**config.mk**
```make
export PLATFORM = sky130hd
export DESIGN_NAME = mtb_sfr_regs
export DESIGN_NICKNAME = d
export VERILOG_FILES = /design/src/ahb_pkg.sv /design/src/dbg_map_pkg.sv /design/src/mtb_sfr_regs.sv
export SDC_FILE = /design/constraint.sdc
export NUM_CORES = 1
export LEC_CHECK = 0
export BUFFER_PORTS_ARGS = -buffer_cell sky130_fd_sc_hd__clkbuf_2
export CAP_MARGIN = 30
export CORE_ASPECT_RATIO = 1.4
export CORE_MARGIN = 2
export CORE_UTILIZATION = 40
export DETAILED_ROUTE_END_ITERATION = 7
export PLACE_DENSITY = 0.8
export SETUP_SLACK_MARGIN = 0.02
export SLEW_MARGIN = 20
export SYNTH_ARGS = -nofsm -noshare
export SYNTH_HDL_FRONTEND = slang
export SYNTH_SLANG_ARGS = --single-unit
export TNS_END_PERCENT = 5
```
**constraint.sdc**
```tcl
create_clock -name hclk -period 2 [get_ports hclk]
set_clock_uncertainty 0.05 [all_clocks]
set_input_delay 0.2 -clock hclk [delete_from_list [all_inputs] [get_ports hclk]]
set_output_delay 0.2 -clock hclk [all_outputs]
set_load 0.02 [all_outputs]
```
**src/ahb_pkg.sv**
```systemverilog
`default_nettype none

package ahb_pkg;

   // Bus widths
   localparam int ADDR_W = 32;
   localparam int DATA_W = 32;

   typedef logic [ADDR_W-1:0] addr_t;
   typedef logic [DATA_W-1:0] data_t;

   // Single-bit HRESP as seen on AHB-Lite
   localparam logic HRESP_OKAY  = 1'b0;
   localparam logic HRESP_ERROR = 1'b1;

   // ------------------------------------------------------------
   // Slave response sequencer
   // ------------------------------------------------------------
   // WAIT stalls a read for one cycle
   // ERR1 drives ERROR with the bus held, ERR2 releases it
   typedef enum logic [1:0] {
      RESP_IDLE = 2'd0,
      RESP_WAIT = 2'd1,
      RESP_ERR1 = 2'd2,
      RESP_ERR2 = 2'd3
   } resp_state_t;

endpackage

`default_nettype wire
```
**src/dbg_map_pkg.sv**
```systemverilog
`default_nettype none

package dbg_map_pkg;

   // ------------------------------------------------------------
   // Fixed debug regions, 4 KB each
   // ------------------------------------------------------------
   localparam int REGION_LSB = 12;

   localparam ahb_pkg::addr_t ROM_TABLE_BASE = 32'hF000_0000;
   localparam ahb_pkg::addr_t CTI_BASE       = 32'hF000_1000;
   localparam ahb_pkg::addr_t MTB_SFR_BASE   = 32'hF000_2000;

   // Trace SRAM window, relocatable through the MTB BASE register
   localparam int             SRAM_AWIDTH     = 10;
   localparam ahb_pkg::addr_t SRAM_BASE_RESET = 32'h2000_0000;
   // Word index, byte lane bits dropped
   typedef logic [SRAM_AWIDTH-3:0] sram_idx_t;

   // Cross-trigger channels
   localparam int TRIG_W = 4;
   typedef logic [TRIG_W-1:0] trig_t;

   // ROM table words
   // Bit 0 marks the entry present, bit 1 the 32-bit format
   localparam ahb_pkg::data_t ROM_ENTRY0 = 32'h0000_1003;
   localparam ahb_pkg::data_t ROM_ENTRY1 = 32'h0000_2003;

   localparam logic [REGION_LSB-1:0] ROM_ENTRY0_OFS  = 12'h000;
   localparam logic [REGION_LSB-1:0] ROM_ENTRY1_OFS  = 12'h004;
   localparam logic [REGION_LSB-1:0] ROM_MEMTYPE_OFS = 12'hFCC;

   // CTI register offsets
   localparam logic [REGION_LSB-1:0] CTI_CONTROL_OFS  = 12'h000;
   localparam logic [REGION_LSB-1:0] CTI_APPSET_OFS   = 12'h014;
   localparam logic [REGION_LSB-1:0] CTI_APPCLEAR_OFS = 12'h018;
   localparam logic [REGION_LSB-1:0] CTI_TRIGOUT_OFS  = 12'h134;

   // MTB SFR offsets
   localparam logic [REGION_LSB-1:0] MTB_MASTER_OFS = 12'h004;
   localparam logic [REGION_LSB-1:0] MTB_BASE_OFS   = 12'h00C;

endpackage

`default_nettype wire

```
**src/mtb_sfr_regs.sv**
```systemverilog
`timescale 1ns/10ps
`default_nettype none

module mtb_sfr_regs
(
   input  wire                 hclk,
   input  wire                 hreset_n,
   input  wire                 hsel,
   input  wire ahb_pkg::addr_t haddr,
   input  wire                 htrans_active,
   input  wire                 hwrite,
   input  wire ahb_pkg::data_t hwdata,
   input  wire                 hready,
   output logic                hreadyout,
   output logic                hresp,
   output ahb_pkg::data_t      hrdata,
   output ahb_pkg::addr_t      sram_base,
   output logic                sram_wr_en
);

   logic xfer;
   logic wr_q;
   logic rd_q;
   logic [dbg_map_pkg::REGION_LSB-1:0] ofs_q;

   // Stored part of BASE, window-aligned
   logic [ahb_pkg::ADDR_W-1:dbg_map_pkg::SRAM_AWIDTH] base_hi;

   assign xfer = hsel & htrans_active & hready;

   always_ff @(posedge hclk or negedge hreset_n)
   begin
      if (!hreset_n)
      begin
         wr_q <= 1'b0;
         rd_q <= 1'b0;
      end
      else if (hready)
      begin
         wr_q <= xfer & hwrite;
         rd_q <= xfer & ~hwrite;
      end
   end

   always_ff @(posedge hclk)
   begin
      if (xfer)
         ofs_q <= haddr[dbg_map_pkg::REGION_LSB-1:0];
   end

   // ------------------------------------------------------------
   // MASTER and BASE
   // ------------------------------------------------------------
   always_ff @(posedge hclk or negedge hreset_n)
   begin
      if (!hreset_n)
      begin
         sram_wr_en <= 1'b0;
         base_hi    <= dbg_map_pkg::SRAM_BASE_RESET[ahb_pkg::ADDR_W-1:dbg_map_pkg::SRAM_AWIDTH];
      end
      else if (wr_q)
      begin
         // MASTER bit 31 opens the SRAM to bus writes
         if (ofs_q == dbg_map_pkg::MTB_MASTER_OFS)
            sram_wr_en <= hwdata[31];
         if (ofs_q == dbg_map_pkg::MTB_BASE_OFS)
            base_hi <= hwdata[ahb_pkg::ADDR_W-1:dbg_map_pkg::SRAM_AWIDTH];
      end
   end

   // Low bits always zero
   assign sram_base = {base_hi, {dbg_map_pkg::SRAM_AWIDTH{1'b0}}};

   assign hreadyout = 1'b1;
   assign hresp     = ahb_pkg::HRESP_OKAY;

   // Readback, zero outside a read data phase
   always_comb
   begin
      hrdata = '0;
      if (rd_q && ofs_q == dbg_map_pkg::MTB_MASTER_OFS)
         hrdata = {sram_wr_en, {(ahb_pkg::DATA_W-1){1'b0}}};
      else if (rd_q && ofs_q == dbg_map_pkg::MTB_BASE_OFS)
         hrdata = sram_base;
   end

endmodule

`default_nettype wire

```
==> impl_metrics.yaml, run 1 <==
sta:
  timing.fmax_ghz: 0.495
  hold_viol: 0
  setup_violations: 14
  period_needed_ns: 2.02
  rsz0062_at_grt: "yes"
  drv_slew: 0
  slew_headroom_pct: 59.9
  whs_ns: 0.0432
  fin_crit_sh_pct: 101
  setup_ws_ns: -0.0192
  tightest_slew_ns: 0.601
setup_path:
  crit_type: "reg2out"
  rrSetupSlack_ns: 0.29
  r2r_end: "base_hi[22]"
  worstPathMaxFanout: 22
  crit_path_end_kind: "primary output"
  crit_path_cell_trace: "nor4b_4 -> and4_4 -> buf_12 -> and3_1 -> clkbuf_8"
  r2r-start: "ofs_q[4]"
  start_kind: "register"
  worst_path_largest_cell_delay_ns: 0.42
  reg2reg_depth: 5
  slowest_stage: "edfxtp_1"
  worstPathArrival_ns: 1.77
  required_ns: 1.75
job:
  maxCapViolations: 0
logic_synthesis:
  synth_most_common_cell: "dfrtp_1"
  ys_warn_count: 0
  syn_inst: 126
  synth-edff-count: 12
  synth-main-ff-cell: "dfrtp_1"
  synthArstFlopShare_pct: 67.6
  synth_top_area_share_pct: 33.3
  synth_area_per_cell_um2: 14.3
  synth_area_leaders: "dfrtp_1 (33%), edfxtp_1 (20%), mux2_4 (17%), buf_4 (9.2%), and3_1 (7.6%)"
  synth_seq_cells: 37
  yosysTopAreaCell: "dfrtp_1"
  yosys-top-cells-count: "dfrtp_1 (24), and3_1 (22), buf_4 (22)"
  syn_area_mm2: 0.00180
  yosysSeqAreaShare_pct: 54.7
  ys_types: 22
floorplan:
  die_h_um: 83.5
  dieArea_mm2: 0.00507
  io_pins: 137
  initial_utilization_pct: 42.2
  die_w_um: 60.8
  core_area_mm2: 0.00427
  row_count: 28
run_status:
  status: "finished, violations left"
  violations: "setup timing"
pwr:
  power.internal_mw: 1.27
  combPwrFrac_pct: 11.8
  switchingPower_mw: 0.396
  pwr-share-clk_pct: 37.1
  p_leak_nw: 1.36
  power_density_mw_per_mm2: 650
  peakVddDrop_mv: 0.452
  totalPowerFinal_mw: 1.67
  seq_power_share_pct: 51.1
  switching_share_pct: 23.8
cts:
  cts_tree: "built"
  clk_latency_ns: 0.28
  cts_inserted_buffers: 5
  root_buffer: "clkbuf_8"
  clk_pin_slew_worst_paths_ns: 0.07
  clock_path_buffers: 2
  cts_htree_levels: 2
  cts.sinks: 37
detailed_routing:
  drcViolationCount: 0
  finalWirelength_um: 3930
  drtAntennaViolNets: 0
  post_drt_wl_per_cell_um: 14.2
  avgViaCountPerCell: 4.52
  dr.pass1.iters: 4
  vias: 1253
  drt-initial-drc-count: 26
grt:
  grt-ovfl-total: 0
  grt_pass1_vias: 1216
  grt_pass1_wl_um: 5820
  grt_util_all_layers_pct: 15.6
  grt_antenna_before_repair: 0
  grt_max_degree: 26
place:
  port_buffers: 84
  place_ws_ns: 0.215
  place_congestion: 0.726
  dp_hpwl_um: 2800
  placed_cell_area_mm2: 0.00221
min_path:
  min_delay_path_depth: 1
  hp-class: "in2reg"
  hp-start: "haddr[3]"
  holdPathEnd: "ofs_q[3]"
final_layout:
  drive_above_1_share_pct: 59.9
  utilization_pct: 60.0
  area_delta_synth_final_pct: 42.2
  diodes: 0
  fin_nets: 286
  stdcell_area_mm2: 0.00256
==> cell families after synthesis <==
family                 Yosys count  synth area share [%]
flip-flops                      37                  54.7
AND/OR/NAND/NOR                 31                  13.0
buffers and inverters           30                  11.8
multiplexers                    24                  19.1
AO/OA/AOI/OAI                    2                 0.971
other                            2                 0.416
==> worst max-delay path, delay by kind of cell, from the launching register on <==
family / cells / cell delay [ns]
buffers and inverters: 2 / 0.30
flip-flops: 1 / 0.42
AND/OR/NAND/NOR: 3 / 0.77
==> per-stage QoR <==
| step | setup TNS (ns) | std cells |
|---|---|---|
| floorplan | 0 | 146 |
| global placement | 0 | 266 |
| detailed placement | 0 | 266 |
| CTS | -0.522 | 277 |
| global route | -1.86 | 277 |
| finish | -0.0941 | 277 |
==> sequential cells by signal (all words and copies together) (netlist names) <==
| signal | count |
|---|---|
| wr_q | 1 |
| rd_q | 1 |
| sram_wr_en | 1 |
| ofs_q | 12 |
| base_hi | 22 |
==> final cells by class <==
| type | instances | area [um^2] |
|---|---|---|
| Sequential cell | 37 | 987 |
| Timing Repair Buffer | 91 | 679 |
| Clock inverter | 3 | 41.3 |
| Tap cell | 60 | 75.1 |
| Fill cell | 357 | 1710 |
| Clock buffer | 5 | 68.8 |
| Multi-Input combinational cell | 79 | 706 |
| Inverter | 2 | 7.51 |
==> placed cells by master, fill, tap and decap left out <==
cell,n
edfxtp_1,12
nor2b_1,2
inv_1,2
mux2i_1,1
and4_4,1
bufinv_16,1
nand4_1,1
and3_1,18
a22o_1,2
and2_1,1
dlygate4sd3_1,1
buf_12,1
buf_4,6
mux2_4,20
clkinvlp_4,1
mux2_2,3
clkinv_1,1
buf_8,4
nand4_2,1
dfrtp_1,24
and3_4,4
clkbuf_8,22
dfstp_2,1
nor3_2,1
conb_1,22
nor4_4,1
nor4b_4,1
clkbuf_2,62
==> how the worst max path moves through the flow <==
stage | start | to | cells past startpoint
4_1_cts | ofs_q[10] | hrdata[25] | 5
5_1_grt | ofs_q[4] | hrdata[29] | 5
3_3_place_gp | ofs_q[8] | hrdata[22] | 5
3_5_place_dp | ofs_q[8] | hrdata[25] | 5
6_report | ofs_q[10] | hrdata[26] | 5
2_1_floorplan | ofs_q[8] | hrdata[31] | 4
==> repair_timing <==
item	CTS	global route
pin swaps	3	2
setup buffers	2	0
endpoints found under the hold margin	24	0
hold buffers	1	0
gates resized for setup	44	10
endpoints found under the setup margin	22	22
==> layer usage <==
| layer | routed length, um | part of all wire [%] | GRT usage (%) |
|---|---|---|---|
| met5 | 0 | 0 | 0 |
| met4 | 54 | 1.4 | 5.93 |
| met3 | 241 | 6.1 | 4.65 |
| met2 | 2250 | 57 | 28.0 |
| met1 | 1390 | 35 | 16.4 |
==> power by group through the flow <==
stage | sequential (mW) | clock (mW) | combinational (mW)
finish | 0.851 | 0.618 | 0.197
global route | 0.854 | 0.676 | 0.215
CTS | 0.850 | 0.643 | 0.198
detailed placement | 0.865 | 0 | 0.194
global placement | 0.862 | 0 | 0.190
floorplan | 0.890 | 0 | 0.116
Power figures use the tool's default switching activity.
==> run 2, diff against run 1 <==
- BUFFER_PORTS_ARGS: -buffer_cell sky130_fd_sc_hd__clkbuf_2 -> unset
- CORE_UTILIZATION: 40 -> 55
- CTS_BUF_LIST: unset -> sky130_fd_sc_hd__clkbuf_4
- DONT_BUFFER_PORTS: unset -> 1
- PLACE_DENSITY: 0.8 -> 0.7
==> run 2 against run 1 <==
The flow still finishes with violations (setup timing). Setup slack got worse by 0.028 ns. Fmax decreased by 1.3%. Combinational power decreased by 11%. Total power decreased by 6.1%. Critical path type unchanged. Critical endpoint is now hrdata[31].
==> impl_metrics.yaml, run 2 (synthesis results as in run 1) <==
setup_path:
  worst_path_largest_cell_delay_ns: 0.43
  worstPathArrival_ns: 1.80
  crit_type: "reg2out"
  slowest_stage: "edfxtp_1"
  crit_path_end_kind: "primary output"
  crit_path_cell_trace: "nor4b_4 -> buf_4 -> and4_4 -> nor2b_4 -> buf_6"
  cp_num_buf_inv: 2
  start_kind: "register"
  required_ns: 1.75
  worstPathMaxFanout: 6
  path_delay_family: "simple AND/OR/NAND/NOR gates"
final_layout:
  regMostFlops: "base_hi"
  fin_nets: 244
  diodes: 0
  stdcell_count: 214
  top_regs: "base_hi x22, ofs_q x12"
  area_delta_synth_final_pct: 32.3
  drive_above_1_share_pct: 40.6
  layout_commonest_cell: "dlygate4sd3_1"
  final_cell_mix: "dlygate4sd3_1 (36), dfrtp_1 (24), conb_1 (22)"
  largest_register_ffs: 22
floorplan:
  die_w_um: 52.4
  core_area_mm2: 0.00312
  io_pins: 137
  row_count: 24
  initial_utilization_pct: 57.8
  dieArea_mm2: 0.00376
  die_h_um: 71.8
sta:
  drv_slew: 0
  period_needed_ns: 2.05
  setup_tns_ns: -0.212
  rsz0062_at_grt: "yes"
  hold_viol: 0
  setup_ws_ns: -0.0468
  timing.fmax_ghz: 0.489
  setup_violations: 7
  fin_crit_sh_pct: 102
  slew_headroom_pct: 62.8
  tightest_slew_ns: 0.558
run_status:
  violations: "setup timing"
  status: "finished, violations left"
grt:
  grt_antenna_before_repair: 0
  grt.busiest_layer: "met2"
  grt_max_degree: 26
  grt_util_met3_pct: 7.08
  grt_pass1_wl_um: 6150
  grt_util_all_layers_pct: 22.6
  grt_pass1_vias: 1207
  grt.met2_usage_pct: 39.9
  grtUsageMet1_pct: 26.1
  grt-ovfl-total: 0
place:
  place_congestion: 0.723
  placed_cells: 162
  port_buffers: 0
  dp_hpwl_um: 2370
job:
  maxCapViolations: 0
detailed_routing:
  dr.pass1.iters: 4
  avgViaCountPerCell: 5.41
  drcViolationCount: 0
  post_drt_wl_per_cell_um: 20.1
  drtAntennaViolNets: 0
  drt-initial-drc-count: 12
  finalWirelength_um: 4310
  vias: 1158
min_path:
  hp-class: "in2reg"
cts:
  cts_inserted_buffers: 5
  cts.sinks: 37
  cts_tree: "built"
  root_buffer: "clkbuf_4"
  clock_path_buffers: 2
  clk_pin_slew_worst_paths_ns: 0.10
  clk_latency_ns: 0.31
  cts_htree_levels: 2
pwr:
  p_leak_nw: 1.10
  power_density_mw_per_mm2: 655
  peakVddDrop_mv: 0.610
[run 2: cell count changes in the layout (fill, tap and decap cells not counted), sizes merged]
cell         before  now
clkinvlp          1    0
buf              11   10
dlygate4sd3       1   36
and4              1    4
clkbuf           84    6
[run 2: final timing paths]
check / from / depth (start not counted) / to / slack, ns
max: ofs_q[8] / 5 / hrdata[31] / -0.05
min: hwrite / 2 / rd_q / 0.05
max reg2reg: ofs_q[1] / 5 / base_hi[13] / 0.18
min reg2reg: wr_q / 1 / wr_q / 0.51
max in group asynchronous: hreset_n / 2 / base_hi[29] / 1.42
min in group asynchronous: hreset_n / 2 / base_hi[14] / 0.23
[run 2: area by class of cell]
type / count / area [um^2]
Multi-Input combinational cell: 82 / 813
Clock buffer: 6 / 45.0
Timing Repair Buffer: 46 / 452
Tap cell: 39 / 48.8
Sequential cell: 37 / 987
Fill cell: 204 / 736
Inverter: 2 / 7.51
Clock inverter: 2 / 33.8
[run 2: where the power goes]
| part | switching [mW] | internal, mW | total, mW |
|---|---|---|---|
| registers | 0.0651 | 0.822 | 0.887 |
| logic | 0.0835 | 0.0910 | 0.175 |
| clock network | 0.229 | 0.274 | 0.503 |
[run 2: worst register-to-register path: cells and delay by family (launching register included)]
kind,cells,cell delay (ns)
mux,1,0.32
simple gates,2,0.52
buf+inv,2,0.43
flops,1,0.41
[run 2: timing repair]
item	in CTS	in global routing
hold buffers	37	0
endpoints found under the hold margin	61	0
pin swaps	4	5
gates resized for setup	31	13
buffers inserted	2	2
setup endpoints to repair	22	22
gates cloned	2	1
[run 2: through the flow]
step	instance area [um^2]	util, %	setup slack, ns	hold WS (ns)	total power [mW]
2_1_floorplan	1880	-	0.259	-0.146	1.01
3_3_place_gp	1760	56.4	0.133	-0.145	0.986
3_5_place_dp	1760	56.4	0.134	-0.145	0.991
4_1_cts	2320	74.2	-0.0477	0.00327	1.57
5_1_grt	2390	76.4	-0.116	0.0576	1.62
6_report	2390	76.4	-0.0468	0.0516	1.56
[run 2: per-layer routing]
metal / wire [um] / share of wire (%)
met1: 1500 / 35
met2: 2430 / 56
met3: 347 / 8.1
met4: 23 / 0.53
met5: 0 / 0
==> run 3, diff against run 2 <==
- RECOVER_POWER: unset -> 50
==> run 3 against run 2 <==
The run still ends with setup timing left. Clock-buffer cell count is the same. Sequential power is essentially flat. Cell area is 0.68% lower. Critical path type unchanged. Largest cell class unchanged. Highest routed layer unchanged.
==> impl_metrics.yaml, run 3 (synthesis results as in run 1) <==
floorplan:
  die_h_um: 71.8
  io_pins: 137
  row_count: 24
  dieArea_mm2: 0.00376
  die_w_um: 52.4
  initial_utilization_pct: 57.8
  core_area_mm2: 0.00312
place:
  dp_hpwl_um: 2370
  placed_cell_area_mm2: 0.00176
  port_buffers: 0
  place_congestion: 0.723
grt:
  grt_util_all_layers_pct: 22.6
  grt_pass1_wl_um: 6150
  grt.met2_usage_pct: 39.9
  grt_max_degree: 26
  grt_util_met3_pct: 7.08
  grtUsageMet1_pct: 26.1
  grt.busiest_layer: "met2"
  grt_antenna_before_repair: 0
  grt_pass1_vias: 1207
  grt-ovfl-total: 0
detailed_routing:
  finalWirelength_um: 4280
  drtAntennaViolNets: 0
  drt-initial-drc-count: 14
  dr.pass1.iters: 4
  drcViolationCount: 0
  vias: 1158
  avgViaCountPerCell: 5.41
  post_drt_wl_per_cell_um: 20.0
setup_path:
  crit_path_start: "ofs_q[8]"
  worstPathArrival_ns: 1.79
  r2r-start: "ofs_q[1]"
  crit_type: "reg2out"
  path_delay_family: "simple AND/OR/NAND/NOR gates"
  endpoint: "hrdata[31]"
  r2r_end: "base_hi[13]"
  start_kind: "register"
  slowest_stage: "edfxtp_1"
  cp_num_buf_inv: 2
  rrSetupSlack_ns: 0.18
  crit_path_end_kind: "primary output"
  worst_path_largest_cell_delay_ns: 0.43
  worstPathMaxFanout: 6
  crit_path_cell_trace: "nor4b_4 -> buf_4 -> and4_4 -> nor2b_4 -> buf_6"
  reg2reg_depth: 5
  required_ns: 1.75
  path_depth: 5
cts:
  clock_path_buffers: 2
  root_buffer: "clkbuf_4"
  clk_latency_ns: 0.31
  cts.sinks: 37
  clk_pin_slew_worst_paths_ns: 0.10
  cts_inserted_buffers: 5
  cts_tree: "built"
  cts_htree_levels: 2
pwr:
  pwr-share-clk_pct: 32.2
  power_density_mw_per_mm2: 658
  p_leak_nw: 1.09
  peakVddDrop_mv: 0.609
  power.internal_mw: 1.18
  switching_share_pct: 24.1
  seq_power_share_pct: 56.9
  combPwrFrac_pct: 10.9
  switchingPower_mw: 0.376
  totalPowerFinal_mw: 1.56
min_path:
  hp-start: "hwrite"
  hp-class: "in2reg"
final_layout:
  area_delta_synth_final_pct: 31.4
  regMostFlops: "base_hi"
  diodes: 0
  utilization_pct: 75.9
  drive_above_1_share_pct: 40.0
  final_cell_mix: "dlygate4sd3_1 (36), dfrtp_1 (24), conb_1 (22)"
  fin_nets: 244
  layout_commonest_cell: "dlygate4sd3_1"
  largest_register_ffs: 22
  stdcell_area_mm2: 0.00237
  top_regs: "base_hi x22, ofs_q x12"
sta:
  rsz0062_at_grt: "yes"
  slew_headroom_pct: 8.97
  hold_viol: 0
  tightest_slew_ns: 1.37
  drv_slew: 0
  period_needed_ns: 2.04
  setup_ws_ns: -0.0448
  setup_violations: 6
  timing.fmax_ghz: 0.489
  fin_crit_sh_pct: 102
job:
  maxCapViolations: 0
run_status:
  violations: "setup timing"
  status: "finished, violations left"
## run 3: cell count changes in the layout (fill, tap and decap cells not counted), sizes merged
cell    change
clkbuf      +1
buf         -1
## run 3: per-layer routing
metal,vias up,part of all wire [%]
met5,-,0
met4,0,0.54
met3,4,8.1
met2,70,56
met1,575,35
li1,509,-
## run 3: how the worst min path moves through the flow
stage | end | slack [ns] | cells past startpoint
after global routing | rd_q | 0.06 | 2
after floorplan | base_hi[10] | -0.15 | 0
after detailed placement | base_hi[30] | -0.15 | 0
after global placement | base_hi[30] | -0.15 | 0
final | rd_q | 0.05 | 2
after CTS | rd_q | 0.003 | 2
## run 3: stage by stage
step	TNS, ns	setup slack (ns)	hold WS, ns	instances
2_1_floorplan	0	0.259	-0.146	146
3_3_place_gp	0	0.133	-0.145	162
3_5_place_dp	0	0.134	-0.145	162
4_1_cts	-0.754	-0.0477	0.00327	211
5_1_grt	-1.33	-0.116	0.0576	214
6_report	-0.200	-0.0448	0.0545	214
## run 3: power by group through the flow
stage,clock network (mW),logic [mW],registers (mW)
final,0.502,0.170,0.887
after global routing,0.540,0.183,0.893
after CTS,0.511,0.169,0.885
after detailed placement,0,0.0923,0.899
after global placement,0,0.0895,0.896
after floorplan,0,0.116,0.890
## run 3: cell type report
type | instances | area [um^2]
clock buffer | 6 | 45.0
clock inverter | 2 | 33.8
fill | 204 | 752
inverter | 2 | 7.51
multi-input combinational | 82 | 813
sequential | 37 | 987
tap | 39 | 48.8
timing repair buffer | 46 | 435
## run 3: timing repair
item,in CTS,in global routing
gates cloned,2,1
hold endpoints to repair,61,0
resized for setup,31,13
endpoints found under the setup margin,22,22
hold buffers,37,0
setup buffers,2,2
pin swaps,4,5
